File: config.mk
export PLATFORM = sky130hd
export DESIGN_NAME = dvi_top
export DESIGN_NICKNAME = d
export VERILOG_FILES = /design/src/dvi_pixel_pkg.sv /design/src/dvi_timing_pkg.sv /design/src/dvi_sync_if.sv /design/src/dvi_ddr_out.sv /design/src/dvi_iic_init.sv /design/src/dvi_pixel_buffer.sv /design/src/dvi_sync_gen.sv /design/src/dvi_top.sv
export VERILOG_INCLUDE_DIRS = /design/src /design/src/src
export SDC_FILE = /design/constraint.sdc
export NUM_CORES = 1
export LEC_CHECK = 0
export BUFFER_PORTS_ARGS = -buffer_cell sky130_fd_sc_hd__buf_2
export CORE_MARGIN = 2
export CORE_UTILIZATION = 50
export DETAILED_ROUTE_END_ITERATION = 8
export PLACE_DENSITY = 0.71
export SETUP_SLACK_MARGIN = 0.1
export SLEW_MARGIN = 5
export SYNTH_ARGS = -nofsm -noshare
export SYNTH_HDL_FRONTEND = slang
export SYNTH_SLANG_ARGS = --single-unit
File: constraint.sdc
create_clock -name clock -period 11 [get_ports clock]
set_input_delay 0 -clock clock [delete_from_list [all_inputs] [get_ports clock]]
set_output_delay 0 -clock clock [all_outputs]
set_load 0.01 [all_outputs]
File: src/dvi_macros.svh
// ======================================================================
// raster, buffer and encoder setup constants, sized for simulation
// table entries are {register, value}; entry 0 sits in the lowest bits
// ======================================================================
`ifndef DVI_MACROS_SVH
`define DVI_MACROS_SVH

// ======================================================================
// raster timing in pixel clocks and lines
// ======================================================================
`define DVI_H_ACTIVE 16
`define DVI_H_FRONT 2
`define DVI_H_SYNC 4
`define DVI_H_BACK 4

`define DVI_V_ACTIVE 6
`define DVI_V_FRONT 1
`define DVI_V_SYNC 2
`define DVI_V_BACK 1

// fifo words, also the credits the source starts with
`define DVI_BUF_DEPTH 8

// ======================================================================
// encoder i2c setup
// ======================================================================
`define DVI_IIC_ADDR 7'h76
`define DVI_IIC_DIV 4       // clocks per scl quarter period
`define DVI_IIC_COUNT 4
// power management last so the encoder wakes fully configured
`define DVI_IIC_TABLE {16'h49C0, 16'h3308, 16'h2109, 16'h1C04}

`endif

File: src/dvi_pixel_pkg.sv
// ======================================================================
// pixel lanes are 32 bits wide and the top byte of each is ignored
// lane lo is shown before lane hi
// ======================================================================
`default_nettype none

package dvi_pixel_pkg;

  typedef struct packed {
    logic [7:0] red;
    logic [7:0] green;
    logic [7:0] blue;
  } pixel_t;

  typedef struct packed {
    logic [7:0] hi_pad;     // unused
    pixel_t     hi;
    logic [7:0] lo_pad;     // unused
    pixel_t     lo;
  } pixel_pair_t;

  // i2c setup sequencer
  typedef enum logic [2:0] {
    IIC_IDLE,
    IIC_START,
    IIC_DATA,
    IIC_ACK,
    IIC_STOP,
    IIC_DONE,
    IIC_ERROR
  } iic_state_t;

endpackage

`default_nettype wire

File: src/dvi_timing_pkg.sv
// ======================================================================
// raster counter types and phase boundaries, taken from the macros
// ======================================================================
`include "dvi_macros.svh"
`default_nettype none

package dvi_timing_pkg;

  // phase boundaries, counted from the start of the active region
  localparam int H_ACTIVE = `DVI_H_ACTIVE;
  localparam int H_SYNC_BEGIN = `DVI_H_ACTIVE + `DVI_H_FRONT;
  localparam int H_SYNC_END = H_SYNC_BEGIN + `DVI_H_SYNC;
  localparam int H_TOTAL = H_SYNC_END + `DVI_H_BACK;

  localparam int V_ACTIVE = `DVI_V_ACTIVE;
  localparam int V_SYNC_BEGIN = `DVI_V_ACTIVE + `DVI_V_FRONT;
  localparam int V_SYNC_END = V_SYNC_BEGIN + `DVI_V_SYNC;
  localparam int V_TOTAL = V_SYNC_END + `DVI_V_BACK;

  typedef logic [$clog2(H_TOTAL)-1:0] h_count_t;
  typedef logic [$clog2(V_TOTAL)-1:0] v_count_t;

  typedef enum logic [1:0] {
    PHASE_ACTIVE,
    PHASE_FRONT,
    PHASE_SYNC,
    PHASE_BACK
  } sync_phase_t;

endpackage

`default_nettype wire

File: src/dvi_sync_if.sv
// ======================================================================
// sync bundle from the sync generator to the output stage
// hs and vs are active low; line_start marks h 0
// ======================================================================
`default_nettype none

interface dvi_sync_if;

  logic hs;
  logic vs;
  logic de;
  logic line_start;

  modport source (output hs, vs, de, line_start);
  modport sink (input hs, vs, de, line_start);

endinterface

`default_nettype wire

File: src/dvi_ddr_out.sv
// ======================================================================
// one pixel per active cycle, lane lo then lane hi; all outputs lag by one
// a pair whose lo half found the fifo empty is skipped whole
// ======================================================================
`default_nettype none

module dvi_ddr_out
  import dvi_pixel_pkg::*;
(
  input  wire         clock,
  input  wire         reset,
  input  pixel_pair_t head,
  input  wire         empty,
  dvi_sync_if.sink    sync,
  output logic        pop,
  output logic        hs,
  output logic        vs,
  output logic        de,
  output logic [11:0] d_rise,
  output logic [11:0] d_fall,
  output logic        underflow
);

  logic offset;         // 1 while showing lane hi
  logic lo_missed;      // lo half of this pair was not shown
  logic eff_offset;
  logic gap;
  pixel_t pixel;

  assign eff_offset = sync.line_start ? 1'b0 : offset;
  assign pixel = eff_offset ? head.hi : head.lo;
  assign gap = sync.de && (empty || (eff_offset && lo_missed));
  assign pop = sync.de && eff_offset && !gap;   // word done after lane hi

  always_ff @(posedge clock or posedge reset) begin
    if (reset) begin
      offset <= 1'b0;
      lo_missed <= 1'b0;
      hs <= 1'b1;
      vs <= 1'b1;
      de <= 1'b0;
      underflow <= 1'b0;
    end else begin
      hs <= sync.hs;
      vs <= sync.vs;
      de <= sync.de;
      if (sync.de) begin
        offset <= ~eff_offset;    // toggles even on underflow
        lo_missed <= !eff_offset && empty;
      end else begin
        offset <= eff_offset;
      end
      if (gap) underflow <= 1'b1;   // sticky
    end
  end

  // ====================================================================
  // ddr halves: rise = g[3:0],b   fall = r,g[7:4]
  // ====================================================================
  always_ff @(posedge clock) begin
    if (sync.de && !gap) begin
      d_rise <= {pixel.green[3:0], pixel.blue};
      d_fall <= {pixel.red, pixel.green[7:4]};
    end else begin
      d_rise <= 12'h000;
      d_fall <= 12'h000;
    end
  end

endmodule

`default_nettype wire

File: src/dvi_iic_init.sv
// ======================================================================
// one-shot i2c writer for the encoder register table, no clock stretching
// sda_oe high pulls sda low; a nak halts with error and done stays low
// ======================================================================
`include "dvi_macros.svh"
`default_nettype none

module dvi_iic_init
  import dvi_pixel_pkg::*;
(
  input  wire  clock,
  input  wire  reset,
  input  wire  sda_in,
  output logic scl,
  output logic sda_oe,
  output logic done,
  output logic error
);

  localparam int COUNT = `DVI_IIC_COUNT;
  localparam int EW = (COUNT > 1) ? $clog2(COUNT) : 1;
  localparam int DW = (`DVI_IIC_DIV > 1) ? $clog2(`DVI_IIC_DIV) : 1;
  localparam logic [COUNT*16-1:0] TABLE = `DVI_IIC_TABLE;
  localparam logic [7:0] ADDR_BYTE = {7'(`DVI_IIC_ADDR), 1'b0};   // write

  iic_state_t state;
  logic [DW-1:0] div_cnt;
  logic [1:0] quarter;
  logic [2:0] bit_idx;
  logic [1:0] byte_idx;       // address, register, value
  logic [EW-1:0] entry;
  logic [15:0] entry_word;
  logic [7:0] cur_byte;
  logic busy, tick, scl_next, sda_next;

  assign busy = (state == IIC_START) || (state == IIC_DATA) ||
                (state == IIC_ACK) || (state == IIC_STOP);
  assign tick = busy && (div_cnt == DW'(`DVI_IIC_DIV - 1));
  assign entry_word = TABLE[entry*16 +: 16];

  always_comb begin
    case (byte_idx)
      2'd0:    cur_byte = ADDR_BYTE;
      2'd1:    cur_byte = entry_word[15:8];
      default: cur_byte = entry_word[7:0];
    endcase
  end

  // bus levels per quarter; scl is high in quarters 1 and 2 of a bit
  always_comb begin
    scl_next = 1'b1;
    sda_next = 1'b0;
    case (state)
      IIC_START: begin
        scl_next = (quarter != 2'd3);
        sda_next = (quarter != 2'd0);   // sda falls while scl high
      end
      IIC_DATA: begin
        scl_next = (quarter == 2'd1) || (quarter == 2'd2);
        sda_next = ~cur_byte[bit_idx];
      end
      IIC_ACK: begin
        scl_next = (quarter == 2'd1) || (quarter == 2'd2);
      end
      IIC_STOP: begin
        scl_next = (quarter != 2'd0);
        sda_next = (quarter <= 2'd1);   // sda rises while scl high
      end
      default: ;
    endcase
  end

  // ====================================================================
  // sequencer
  // ====================================================================
  always_ff @(posedge clock or posedge reset) begin
    if (reset) begin
      state <= IIC_IDLE;
      div_cnt <= '0;
      quarter <= 2'd0;
      bit_idx <= 3'd7;
      byte_idx <= 2'd0;
      entry <= '0;
      scl <= 1'b1;
      sda_oe <= 1'b0;
    end else begin
      scl <= scl_next;
      sda_oe <= sda_next;
      if (state == IIC_IDLE) begin
        state <= IIC_START;
      end else if (tick) begin
        div_cnt <= '0;
        quarter <= quarter + 2'd1;
        if (state == IIC_ACK && quarter == 2'd2 && sda_in) begin
          state <= IIC_ERROR;     // no ack from the encoder
        end else if (quarter == 2'd3) begin
          case (state)
            IIC_START: begin
              state <= IIC_DATA;
              bit_idx <= 3'd7;
              byte_idx <= 2'd0;
            end
            IIC_DATA: begin
              if (bit_idx == 3'd0) state <= IIC_ACK;
              else bit_idx <= bit_idx - 3'd1;
            end
            IIC_ACK: begin
              if (byte_idx == 2'd2) begin
                state <= IIC_STOP;
              end else begin
                byte_idx <= byte_idx + 2'd1;
                bit_idx <= 3'd7;
                state <= IIC_DATA;
              end
            end
            IIC_STOP: begin
              if (entry == EW'(COUNT - 1)) begin
                state <= IIC_DONE;
              end else begin
                entry <= entry + 1'b1;
                state <= IIC_START;
              end
            end
            default: ;
          endcase
        end
      end else if (busy) begin
        div_cnt <= div_cnt + 1'b1;
      end
    end
  end

  assign done = (state == IIC_DONE);
  assign error = (state == IIC_ERROR);

endmodule

`default_nettype wire

File: src/dvi_pixel_buffer.sv
// ======================================================================
// word fifo for the credited source; no ready, the credits prevent overflow
// head is valid while empty is low; one credit returns per pop, a cycle late
// ======================================================================
`include "dvi_macros.svh"
`default_nettype none

module dvi_pixel_buffer
  import dvi_pixel_pkg::*;
#(
  parameter int DEPTH = `DVI_BUF_DEPTH
) (
  input  wire         clock,
  input  wire         reset,
  input  wire         word_valid,
  input  wire  [63:0] word_data,
  input  wire         pop,
  output pixel_pair_t head,
  output logic        empty,
  output logic        credit_return
);

  localparam int AW = (DEPTH > 1) ? $clog2(DEPTH) : 1;
  localparam logic [AW-1:0] LAST = AW'(DEPTH - 1);

  pixel_pair_t mem [DEPTH];
  logic [AW-1:0] wptr;
  logic [AW-1:0] rptr;
  logic [AW:0] count;
  logic full, push_ok, pop_ok;

  assign empty = (count == '0);
  assign full = (count == (AW + 1)'(DEPTH));
  assign pop_ok = pop && !empty;
  assign push_ok = word_valid && (!full || pop_ok);
  assign head = mem[rptr];   // first-word fall-through

  always_ff @(posedge clock) begin
    if (push_ok) mem[wptr] <= pixel_pair_t'(word_data);
  end

  always_ff @(posedge clock or posedge reset) begin
    if (reset) begin
      wptr <= '0;
      rptr <= '0;
      count <= '0;
      credit_return <= 1'b0;
    end else begin
      credit_return <= pop_ok;
      if (push_ok) wptr <= (wptr == LAST) ? '0 : wptr + 1'b1;
      if (pop_ok) rptr <= (rptr == LAST) ? '0 : rptr + 1'b1;
      case ({push_ok, pop_ok})
        2'b10:   count <= count + 1'b1;
        2'b01:   count <= count - 1'b1;
        default: ;
      endcase
    end
  end

endmodule

`default_nettype wire

File: src/dvi_sync_gen.sv
// ======================================================================
// raster counters; with run low they sit at h 0, v 0 and sync is idle
// hs and vs are active low
// ======================================================================
`default_nettype none

module dvi_sync_gen
  import dvi_timing_pkg::*;
(
  input  wire        clock,
  input  wire        reset,
  input  wire        run,
  dvi_sync_if.source sync
);

  localparam h_count_t H_LAST = h_count_t'(H_TOTAL - 1);
  localparam v_count_t V_LAST = v_count_t'(V_TOTAL - 1);

  h_count_t h;
  v_count_t v;
  sync_phase_t h_phase;
  sync_phase_t v_phase;

  always_ff @(posedge clock or posedge reset) begin
    if (reset) begin
      h <= '0;
      v <= '0;
    end else if (!run) begin
      h <= '0;
      v <= '0;
    end else if (h == H_LAST) begin
      h <= '0;
      v <= (v == V_LAST) ? '0 : v + 1'b1;   // new frame after the last line
    end else begin
      h <= h + 1'b1;
    end
  end

  // phase decode
  always_comb begin
    if (h < h_count_t'(H_ACTIVE)) h_phase = PHASE_ACTIVE;
    else if (h < h_count_t'(H_SYNC_BEGIN)) h_phase = PHASE_FRONT;
    else if (h < h_count_t'(H_SYNC_END)) h_phase = PHASE_SYNC;
    else h_phase = PHASE_BACK;

    if (v < v_count_t'(V_ACTIVE)) v_phase = PHASE_ACTIVE;
    else if (v < v_count_t'(V_SYNC_BEGIN)) v_phase = PHASE_FRONT;
    else if (v < v_count_t'(V_SYNC_END)) v_phase = PHASE_SYNC;
    else v_phase = PHASE_BACK;
  end

  assign sync.hs = !(run && h_phase == PHASE_SYNC);
  assign sync.vs = !(run && v_phase == PHASE_SYNC);
  assign sync.de = run && (h_phase == PHASE_ACTIVE) && (v_phase == PHASE_ACTIVE);
  assign sync.line_start = run && (h == '0);

endmodule

`default_nettype wire

File: src/dvi_top.sv
// ======================================================================
// encoder setup first, video starts the cycle after iic_done
// the ddr cell and clock pins live outside; both halves leave as ports
// ======================================================================
`default_nettype none

module dvi_top
  import dvi_pixel_pkg::*;
(
  input  wire         clock,
  input  wire         reset,
  input  wire         word_valid,
  input  wire  [63:0] word_data,
  input  wire         sda_in,
  output logic        credit_return,
  output logic        scl,
  output logic        sda_oe,
  output logic        dvi_hs,
  output logic        dvi_vs,
  output logic        dvi_de,
  output logic [11:0] dvi_d_rise,
  output logic [11:0] dvi_d_fall,
  output logic        dvi_reset_n,
  output logic        iic_done,
  output logic        iic_error,
  output logic        underflow
);

  dvi_sync_if sync_bus ();

  logic video_en;       // raster held at h 0, v 0 until set
  logic buf_empty;
  logic pop;
  pixel_pair_t head;

  assign dvi_reset_n = ~reset;

  always_ff @(posedge clock or posedge reset) begin
    if (reset) video_en <= 1'b0;
    else if (iic_done) video_en <= 1'b1;
  end

  dvi_iic_init u_iic_init (
    .clock (clock),
    .reset (reset),
    .sda_in(sda_in),
    .scl   (scl),
    .sda_oe(sda_oe),
    .done  (iic_done),
    .error (iic_error)
  );

  dvi_sync_gen u_sync_gen (
    .clock(clock),
    .reset(reset),
    .run  (video_en),
    .sync (sync_bus.source)
  );

  dvi_pixel_buffer u_pixel_buffer (
    .clock        (clock),
    .reset        (reset),
    .word_valid   (word_valid),
    .word_data    (word_data),
    .pop          (pop),
    .head         (head),
    .empty        (buf_empty),
    .credit_return(credit_return)
  );

  dvi_ddr_out u_ddr_out (
    .clock    (clock),
    .reset    (reset),
    .head     (head),
    .empty    (buf_empty),
    .sync     (sync_bus.sink),
    .pop      (pop),
    .hs       (dvi_hs),
    .vs       (dvi_vs),
    .de       (dvi_de),
    .d_rise   (dvi_d_rise),
    .d_fall   (dvi_d_fall),
    .underflow(underflow)
  );

endmodule

`default_nettype wire

* Word level (Yosys, flattened, before mapping)
Memory sizes are Yosys's and may differ from the RTL's.
Cells that the tools add are included.
** Cells by class
- Reductions and logical operators :: 50
- $lt $le $gt $ge :: 8
- Bitwise logic cells :: 6
- Muxes and demuxes :: 39
- Add/sub/neg operators :: 11
- Shift operators :: 1
- Eq/ne operators :: 27
** Operators by type and width (count)
- variable part select 64 x 7 -> 16 bit, first input constant :: 1
- two-way mux 3 bit :: 11
- two-way mux 24 bit :: 1
- == test 2 bit, second input constant :: 8
- logical AND 1 bit :: 16
- case mux 8 bit (2 select lines) :: 1
- == test 3 bit, second input constant :: 5
- < comparator 5 bit, second input constant :: 3
- two-way mux 2 bit :: 7
- two-way mux 4 bit :: 3
- case mux 3 bit (4 select lines) :: 1
- AND reduction 6 bit :: 2
- two-way mux 5 bit :: 2
- nonzero test 2 bit :: 5
- case mux 3 bit (3 select lines) :: 1
- adder 2 x 1 -> 2 bit, second input constant :: 4
- adder 4 x 1 -> 4 bit, second input constant :: 2
- == test 4 bit, second input constant :: 2
- < comparator 4 x 3 -> 1 bit, second input constant :: 2
- case mux 4 bit (2 select lines) :: 1
- two-way mux 1 bit :: 7
- AND reduction 7 bit :: 1
- adder 3 x 1 -> 3 bit, second input constant :: 2
- == test 2 x 1 -> 1 bit, second input constant :: 3
- other kinds (27) :: 51
** Word-level totals
- Memories :: 1
- Bits in writable memories :: 512
- Bits of input ports :: 68
- Register bits after elaboration :: 67
** Memory list
- u_pixel_buffer.mem :: words 8, width 64, read ports 1, clocked after memory_dff 0, write ports 1, RTL line dvi_pixel_buffer.sv:26 : pixel_pair_t mem [DEPTH];

* Longest topological paths before layout
- Depth after elaboration :: 15
- Mapped depth :: 17
- Gate-level depth less buffers :: 14

* Modules after synthesis
From an unflattened synthesis, not the netlist that was laid out.
** Second synthesis, totals
- Cell total of the unflattened synthesis :: 1123
- Area, all modules :: 22810.6 um^2
** Modules (own cells, without submodules)
- dvi_pixel_buffer :: seq. area each 15650.0 um^2, area each 19916.6 um^2, cells an instance 812, times used 1
- dvi_iic_init :: seq. area each 405.4 um^2, area each 1183.6 um^2, cells an instance 133, times used 1
- dvi_ddr_out :: seq. area each 633.1 um^2, area each 1132.3 um^2, cells an instance 122, times used 1
- dvi_sync_gen :: seq. area each 225.2 um^2, area each 543.0 um^2, cells an instance 53, times used 1
- dvi_top :: seq. area each 25.0 um^2, area each 35.0 um^2, cells an instance 3, times used 1

* Worst setup path after synthesis
Ideal clock, no wire load.
- Path type :: register to register
- Start :: reg u_sync_gen.h[0]
- End :: mem u_pixel_buffer.mem[5][0] (netlist name) (enable)
- Data required time :: 10487 ps
- Stages on the path, launching flop included :: 12
- Arrival time :: 5116 ps
- Path slack :: 5371 ps
- Clock period less this slack :: 5629 ps
- Cells stage by stage :: dfrtp_1 inv_1 ha_1 nand2b_1 o31ai_2 buf_4 buf_4 inv_1 ha_1 o41a_1 o21ai_0 nor3_1
** On the way
- Longest elaborated chain between the ends :: 15
** RTL lines
- start: declaration :: RTL line dvi_sync_gen.sv:19 : h_count_t h;
- start signal: assignment :: RTL line dvi_sync_gen.sv:35 : h <= h + 1'b1;
- < comparator 5 bit :: RTL line dvi_sync_gen.sv:43 : else if (h < h_count_t'(H_SYNC_END)) h_phase = PHASE_SYNC;
- two-way mux 1 bit :: RTL line dvi_sync_gen.sv:43
- two-way mux 2 bit :: RTL line dvi_sync_gen.sv:42 : else if (h < h_count_t'(H_SYNC_BEGIN)) h_phase = PHASE_FRONT;
- two-way mux 2 bit :: RTL line dvi_sync_gen.sv:41 : if (h < h_count_t'(H_ACTIVE)) h_phase = PHASE_ACTIVE;
- zero test 2 bit :: RTL line dvi_sync_gen.sv:54 : assign sync.de = run && (h_phase == PHASE_ACTIVE) && (v_phase == PHASE_ACTIVE);
- logical AND 1 bit (2 in series) :: RTL line dvi_sync_gen.sv:54
- logical AND 1 bit :: RTL line dvi_ddr_out.sv:32 : assign gap = sync.de && (empty || (eff_offset && lo_missed));
- zero test 1 bit :: RTL line dvi_ddr_out.sv:33 : assign pop = sync.de && eff_offset && !gap;
- logical AND 1 bit (*) :: RTL line dvi_ddr_out.sv:33
- logical AND 1 bit (*) :: RTL line dvi_pixel_buffer.sv:34 : assign pop_ok = pop && !empty;
- logical OR 1 bit (*) :: RTL line dvi_pixel_buffer.sv:35 : assign push_ok = word_valid && (!full || pop_ok);
- logical AND 1 bit (*) :: RTL line dvi_pixel_buffer.sv:35
- two-way mux 1 bit (*) :: RTL line dvi_pixel_buffer.sv:39 : if (push_ok) mem[wptr] <= pixel_pair_t'(word_data);
- two-way mux 1 bit (not written as such) (*) :: RTL line dvi_pixel_buffer.sv:39
- end: declaration :: RTL line dvi_pixel_buffer.sv:26
Mark *: on every way between the ends. The rest lies on a longest branch, timed or not.

* Worst setup path in the final report
- Start :: reg u_sync_gen.h[0]
- End :: mem u_pixel_buffer.mem[0][36] (netlist name) (enable)
The elaborated chain is that of the path after synthesis.

==> key figures <==
Run status
  – Status: complete, no violations

STA
  – Max-slew headroom: between 10% and 20%
  – Fin. Hold Viols: 0
  – TNS Setup: 0 ns
  – Count of final setup violators: 0
  – Slew of the pin with the lowest slew margin: 1.25 ns
  – Unrepaired setup endpoints after global routing: no
  – Clk_skew: 0.0285 ns
  – Minimum clock period: 4.33 ns
  – Final period util: 39.3%
  – FMAX: 0.231 GHz
  – Fin. max-slew vios: 0

Cells and area
  – Final nets: between 1,000 and 1,500
  – Layout cell share with drive strength beyond 1: 27.9%
  – Fillers: roughly 2,500
  – Final non-filler cell total: 1,528
  – Core Util, Final: approximately three fifths
  – Area growth from synthesis to layout: 17.9%

Critical path
  – Reg2Reg Setup Slack: about 6.7 ns
  – Crit path required time: 11.18 ns
  – Worst path cell trace: inv_1 > ha_1 > nand2b_1 > o31ai_4 > buf_4 > inv_1 > ha_1 > o41a_1 > o21bai_1 > nor3_2 > buf_4
  – Worst path buffer plus inverter count: 4
  – Worst R2R End: u_pixel_buffer.mem[0][36]
  – WP depth: 11
  – Worst path max stage delay: 1.00 ns
  – Worst setup path start: u_sync_gen.h[0]
  – CP Capture Type: flip-flop
  – Crit path kind: reg -> reg
  – Crit-path max FO: 49
  – Reg2Reg Depth: 11
  – CP arrival: 4.51 ns
  – Startpoint class of the critical path: flip-flop
  – Slowest CP cell: nor3_2
  – Last element of the critical path: u_pixel_buffer.mem[0][36]
  – Reg-to-Reg Start: u_sync_gen.h[0]
  – Cell family with most CP delay: buffers and inverters

CTS
  – CTS tree: yes
  – Clk sinks: 451
  – Root buffer cell: clkbuf_16
  – Post-CTS Resized: 0
  – Clk buf depth: 3
  – Post-CTS Setup Inserts: 0
  – Clock Latency Late Sink: roughly 0.57 ns
  – Depth of the CTS H-tree: 2
  – Num CTS Buffers: 47
  – Clk slew on worst S/H paths: about 0.05 ns

Power and ir drop
  – Leakage Power: 0.00728 uW
  – Worst vdd rail ir drop: 0.224 mV
  – P per Cell Area: 265 mW/mm^2

Logic synthesis
  – Top cells by area, synth: edfxtp_1 66%, mux4_2 12%, dfrtp_1 5.3%
  – Fraction of registers with async set/reset: 9.53%
  – Post-synthesis sequential area ratio: 74.6%
  – Synth area leader: edfxtp_1
  – Syn_nets: 968
  – YS warnings: 0
  – Post-synth top area share: about two thirds
  – Syn Area/Cell: 20.1 um^2
  – Top FF cell, synth: edfxtp_1
  – FF+latch count, synth: 451
  – Synthesized instance count: 874
  – Post-Syn Area: 0.0176 mm^2
  – Cell variety after synth: 58
  – EDFF count, synth: 384

Placed design
  – DP Wirelength: ~18,000 um
  – IO Port Bufs: 85
  – Placed insts: 1,388
  – Placer congestion estimate: 0.744

Die
  – Die ar.: about 0.037 mm^2
  – Chip height: 191 um
  – Die W: approximately 190 um
  – Top Ports: approximately 100
  – Starting density of the core: about half
  – Core Box Area: 0.0345 mm^2
  – FP Rows: ~70

Flow run
  – Max cap viols: 0

Global routing
  – Gr usage total: 18.7%
  – Largest net degree at the start of global routing: 62
  – Antenna violations before repair: 2
  – Total gr overflow: 0
  – First-pass GRT wire length: slightly above 50,000 um
  – Number of global-route vias before repair: roughly 9,000

Routing
  – Remaining DRCs: 0
  – DR iter-0 viols: 741
  – Mean number of vias per cell: 5.65
  – Met3 Routed Length: around 1800 um
  – DRT Wirelength: ~33,000 um
  – WL per Instance: 21.7 um
  – WL met2: 16,100 um
  – Top Metal Used: met4
  – Via Count: 8,629
  – ANT nets after route: 0
  – DRT Pass-1 Iters: 5
  – DRT met1 WL: between 10,000 and 15,000 um

Hold path
  – Hold Path Class: in -> async
[through the flow]
step | instance area (um^2) | worst slack, ns | hold WS, ns | total power, uW
after floorplan | 17600 | 5.37 | 0.0989 | 3480
after global placement | 18600 | 6.74 | 0.163 | 3870
after detailed placement | 18600 | 6.58 | 0.179 | 3900
after CTS | 20700 | 6.59 | 0.149 | 5560
after global routing | 20700 | 6.34 | 0.191 | 5760
final | 20700 | 6.67 | 0.144 | 5490
[cells in the mapped netlist (all sizes together), types with 3 or more instances]
library cell  count
edfxtp          384
mux4             96
mux2i            52
dfrtp            37
clkbuf           26
o22ai            26
ha               25
dfxtp            24
inv              24
nor2             22
o21ai            16
buf              15
nand2            15
mux2             10
nor3              9
xnor2             9
a21oi             7
nand2b            7
dfstp             6
and2              5
nand3             4
nor2b             4
nor4              4
or2               4
a21boi            3
a21o              3
nand4             3
xor2              3
[tightest hold or removal path: cells and delay by family]
kind	cells	cell delay, ns
buf+inv	4	1.15
[where the power goes]
part | internal [uW] | switching, uW | leakage (uW)
registers | 2190 | 205 | 0.00421
clock network | 994 | 640 | 0.000789
logic | 711 | 751 | 0.00228
[how the worst min path moves through the flow]
stage,start,endpoint,slack (ns),cells after the start
global route,reset,u_iic_init.sda_oe,0.19,4
CTS,reset,u_iic_init.quarter[0],0.15,4
floorplan,word_data[0],u_pixel_buffer.mem[0][0],0.1,0
finish,reset,u_iic_init.sda_oe,0.14,4
detailed placement,reset,u_iic_init.sda_oe,0.18,3
global placement,reset,u_iic_init.sda_oe,0.16,3
[layout make-up]
type	instances	area [um^2]	area share (%)
Antenna cell	2	5.00	0.0242
Inverter	24	90.1	0.435
Sequential cell	451	13100	63.3
Clock inverter	17	253	1.22
Clock buffer	70	1390	6.69
Multi-Input combinational cell	358	4260	20.6
Timing Repair Buffer	151	1050	5.06
Tap cell	455	569	2.75
[flip-flops by register name (all words and copies together) (netlist names), 3 cells and up]
register,count
u_pixel_buffer.mem,384
u_pixel_buffer.count,4
u_iic_init.bit_idx,3
u_ddr_out.d_fall,12
u_sync_gen.h,5
u_iic_init.state,3
u_pixel_buffer.wptr,3
u_sync_gen.v,4
u_pixel_buffer.rptr,3
u_ddr_out.d_rise,12
[cells in the final DEF (no fill, tap or decap), types with 4 or more instances in the layout]
cell	Yosys	layout
mux2i_1	52	52
nor2b_1	4	4
mux4_2	96	96
nor4_1	4	4
nor3_1	9	5
nand2b_1	7	7
nand3_1	4	4
clkinv_1	0	6
dfrtp_1	37	35
buf_2	9	85
a21oi_1	7	7
dfxtp_1	24	24
o22ai_1	26	26
dlygate4sd3_1	0	51
edfxtp_1	384	384
nand2_1	15	15
nor3_2	0	4
bufinv_16	0	5
buf_4	2	15
nor2_1	22	18
clkbuf_16	0	49
ha_1	25	25
xnor2_1	9	9
and2_1	5	5
nor2_4	0	4
clkbuf_8	0	8
or2_2	4	4
mux2_2	7	7
clkbuf_1	26	13
dfstp_2	6	6
o21ai_0	15	15
inv_1	24	23
[layer usage]
metal | vias to the layer above | global-route usage (%)
li1 | 3870 | -
met1 | 4499 | 26.5
met2 | 222 | 30.2
met3 | 38 | 3.52
met4 | 0 | 4.32
met5 | - | 0
[cells by family after synthesis]
logic type / after synthesis / share of synthesized area [%]
buffers and inverters: 65 / 1.54
AO/OA/AOI/OAI: 73 / 2.78
AND/OR/NAND/NOR: 89 / 2.66
XOR/XNOR: 12 / 0.598
multiplexers: 158 / 16.0
flip-flops: 451 / 74.6
adder cells (fa/ha/maj): 26 / 1.89
[timing repair]
| item | 4_1_cts | 5_1_grt |
|---|---|---|
| endpoints found under the setup margin | 0 | 0 |
| hold buffers | 51 | 0 |
| hold endpoints to repair | 433 | 0 |
No activity file was read; power rests on OpenSTA's default activity.
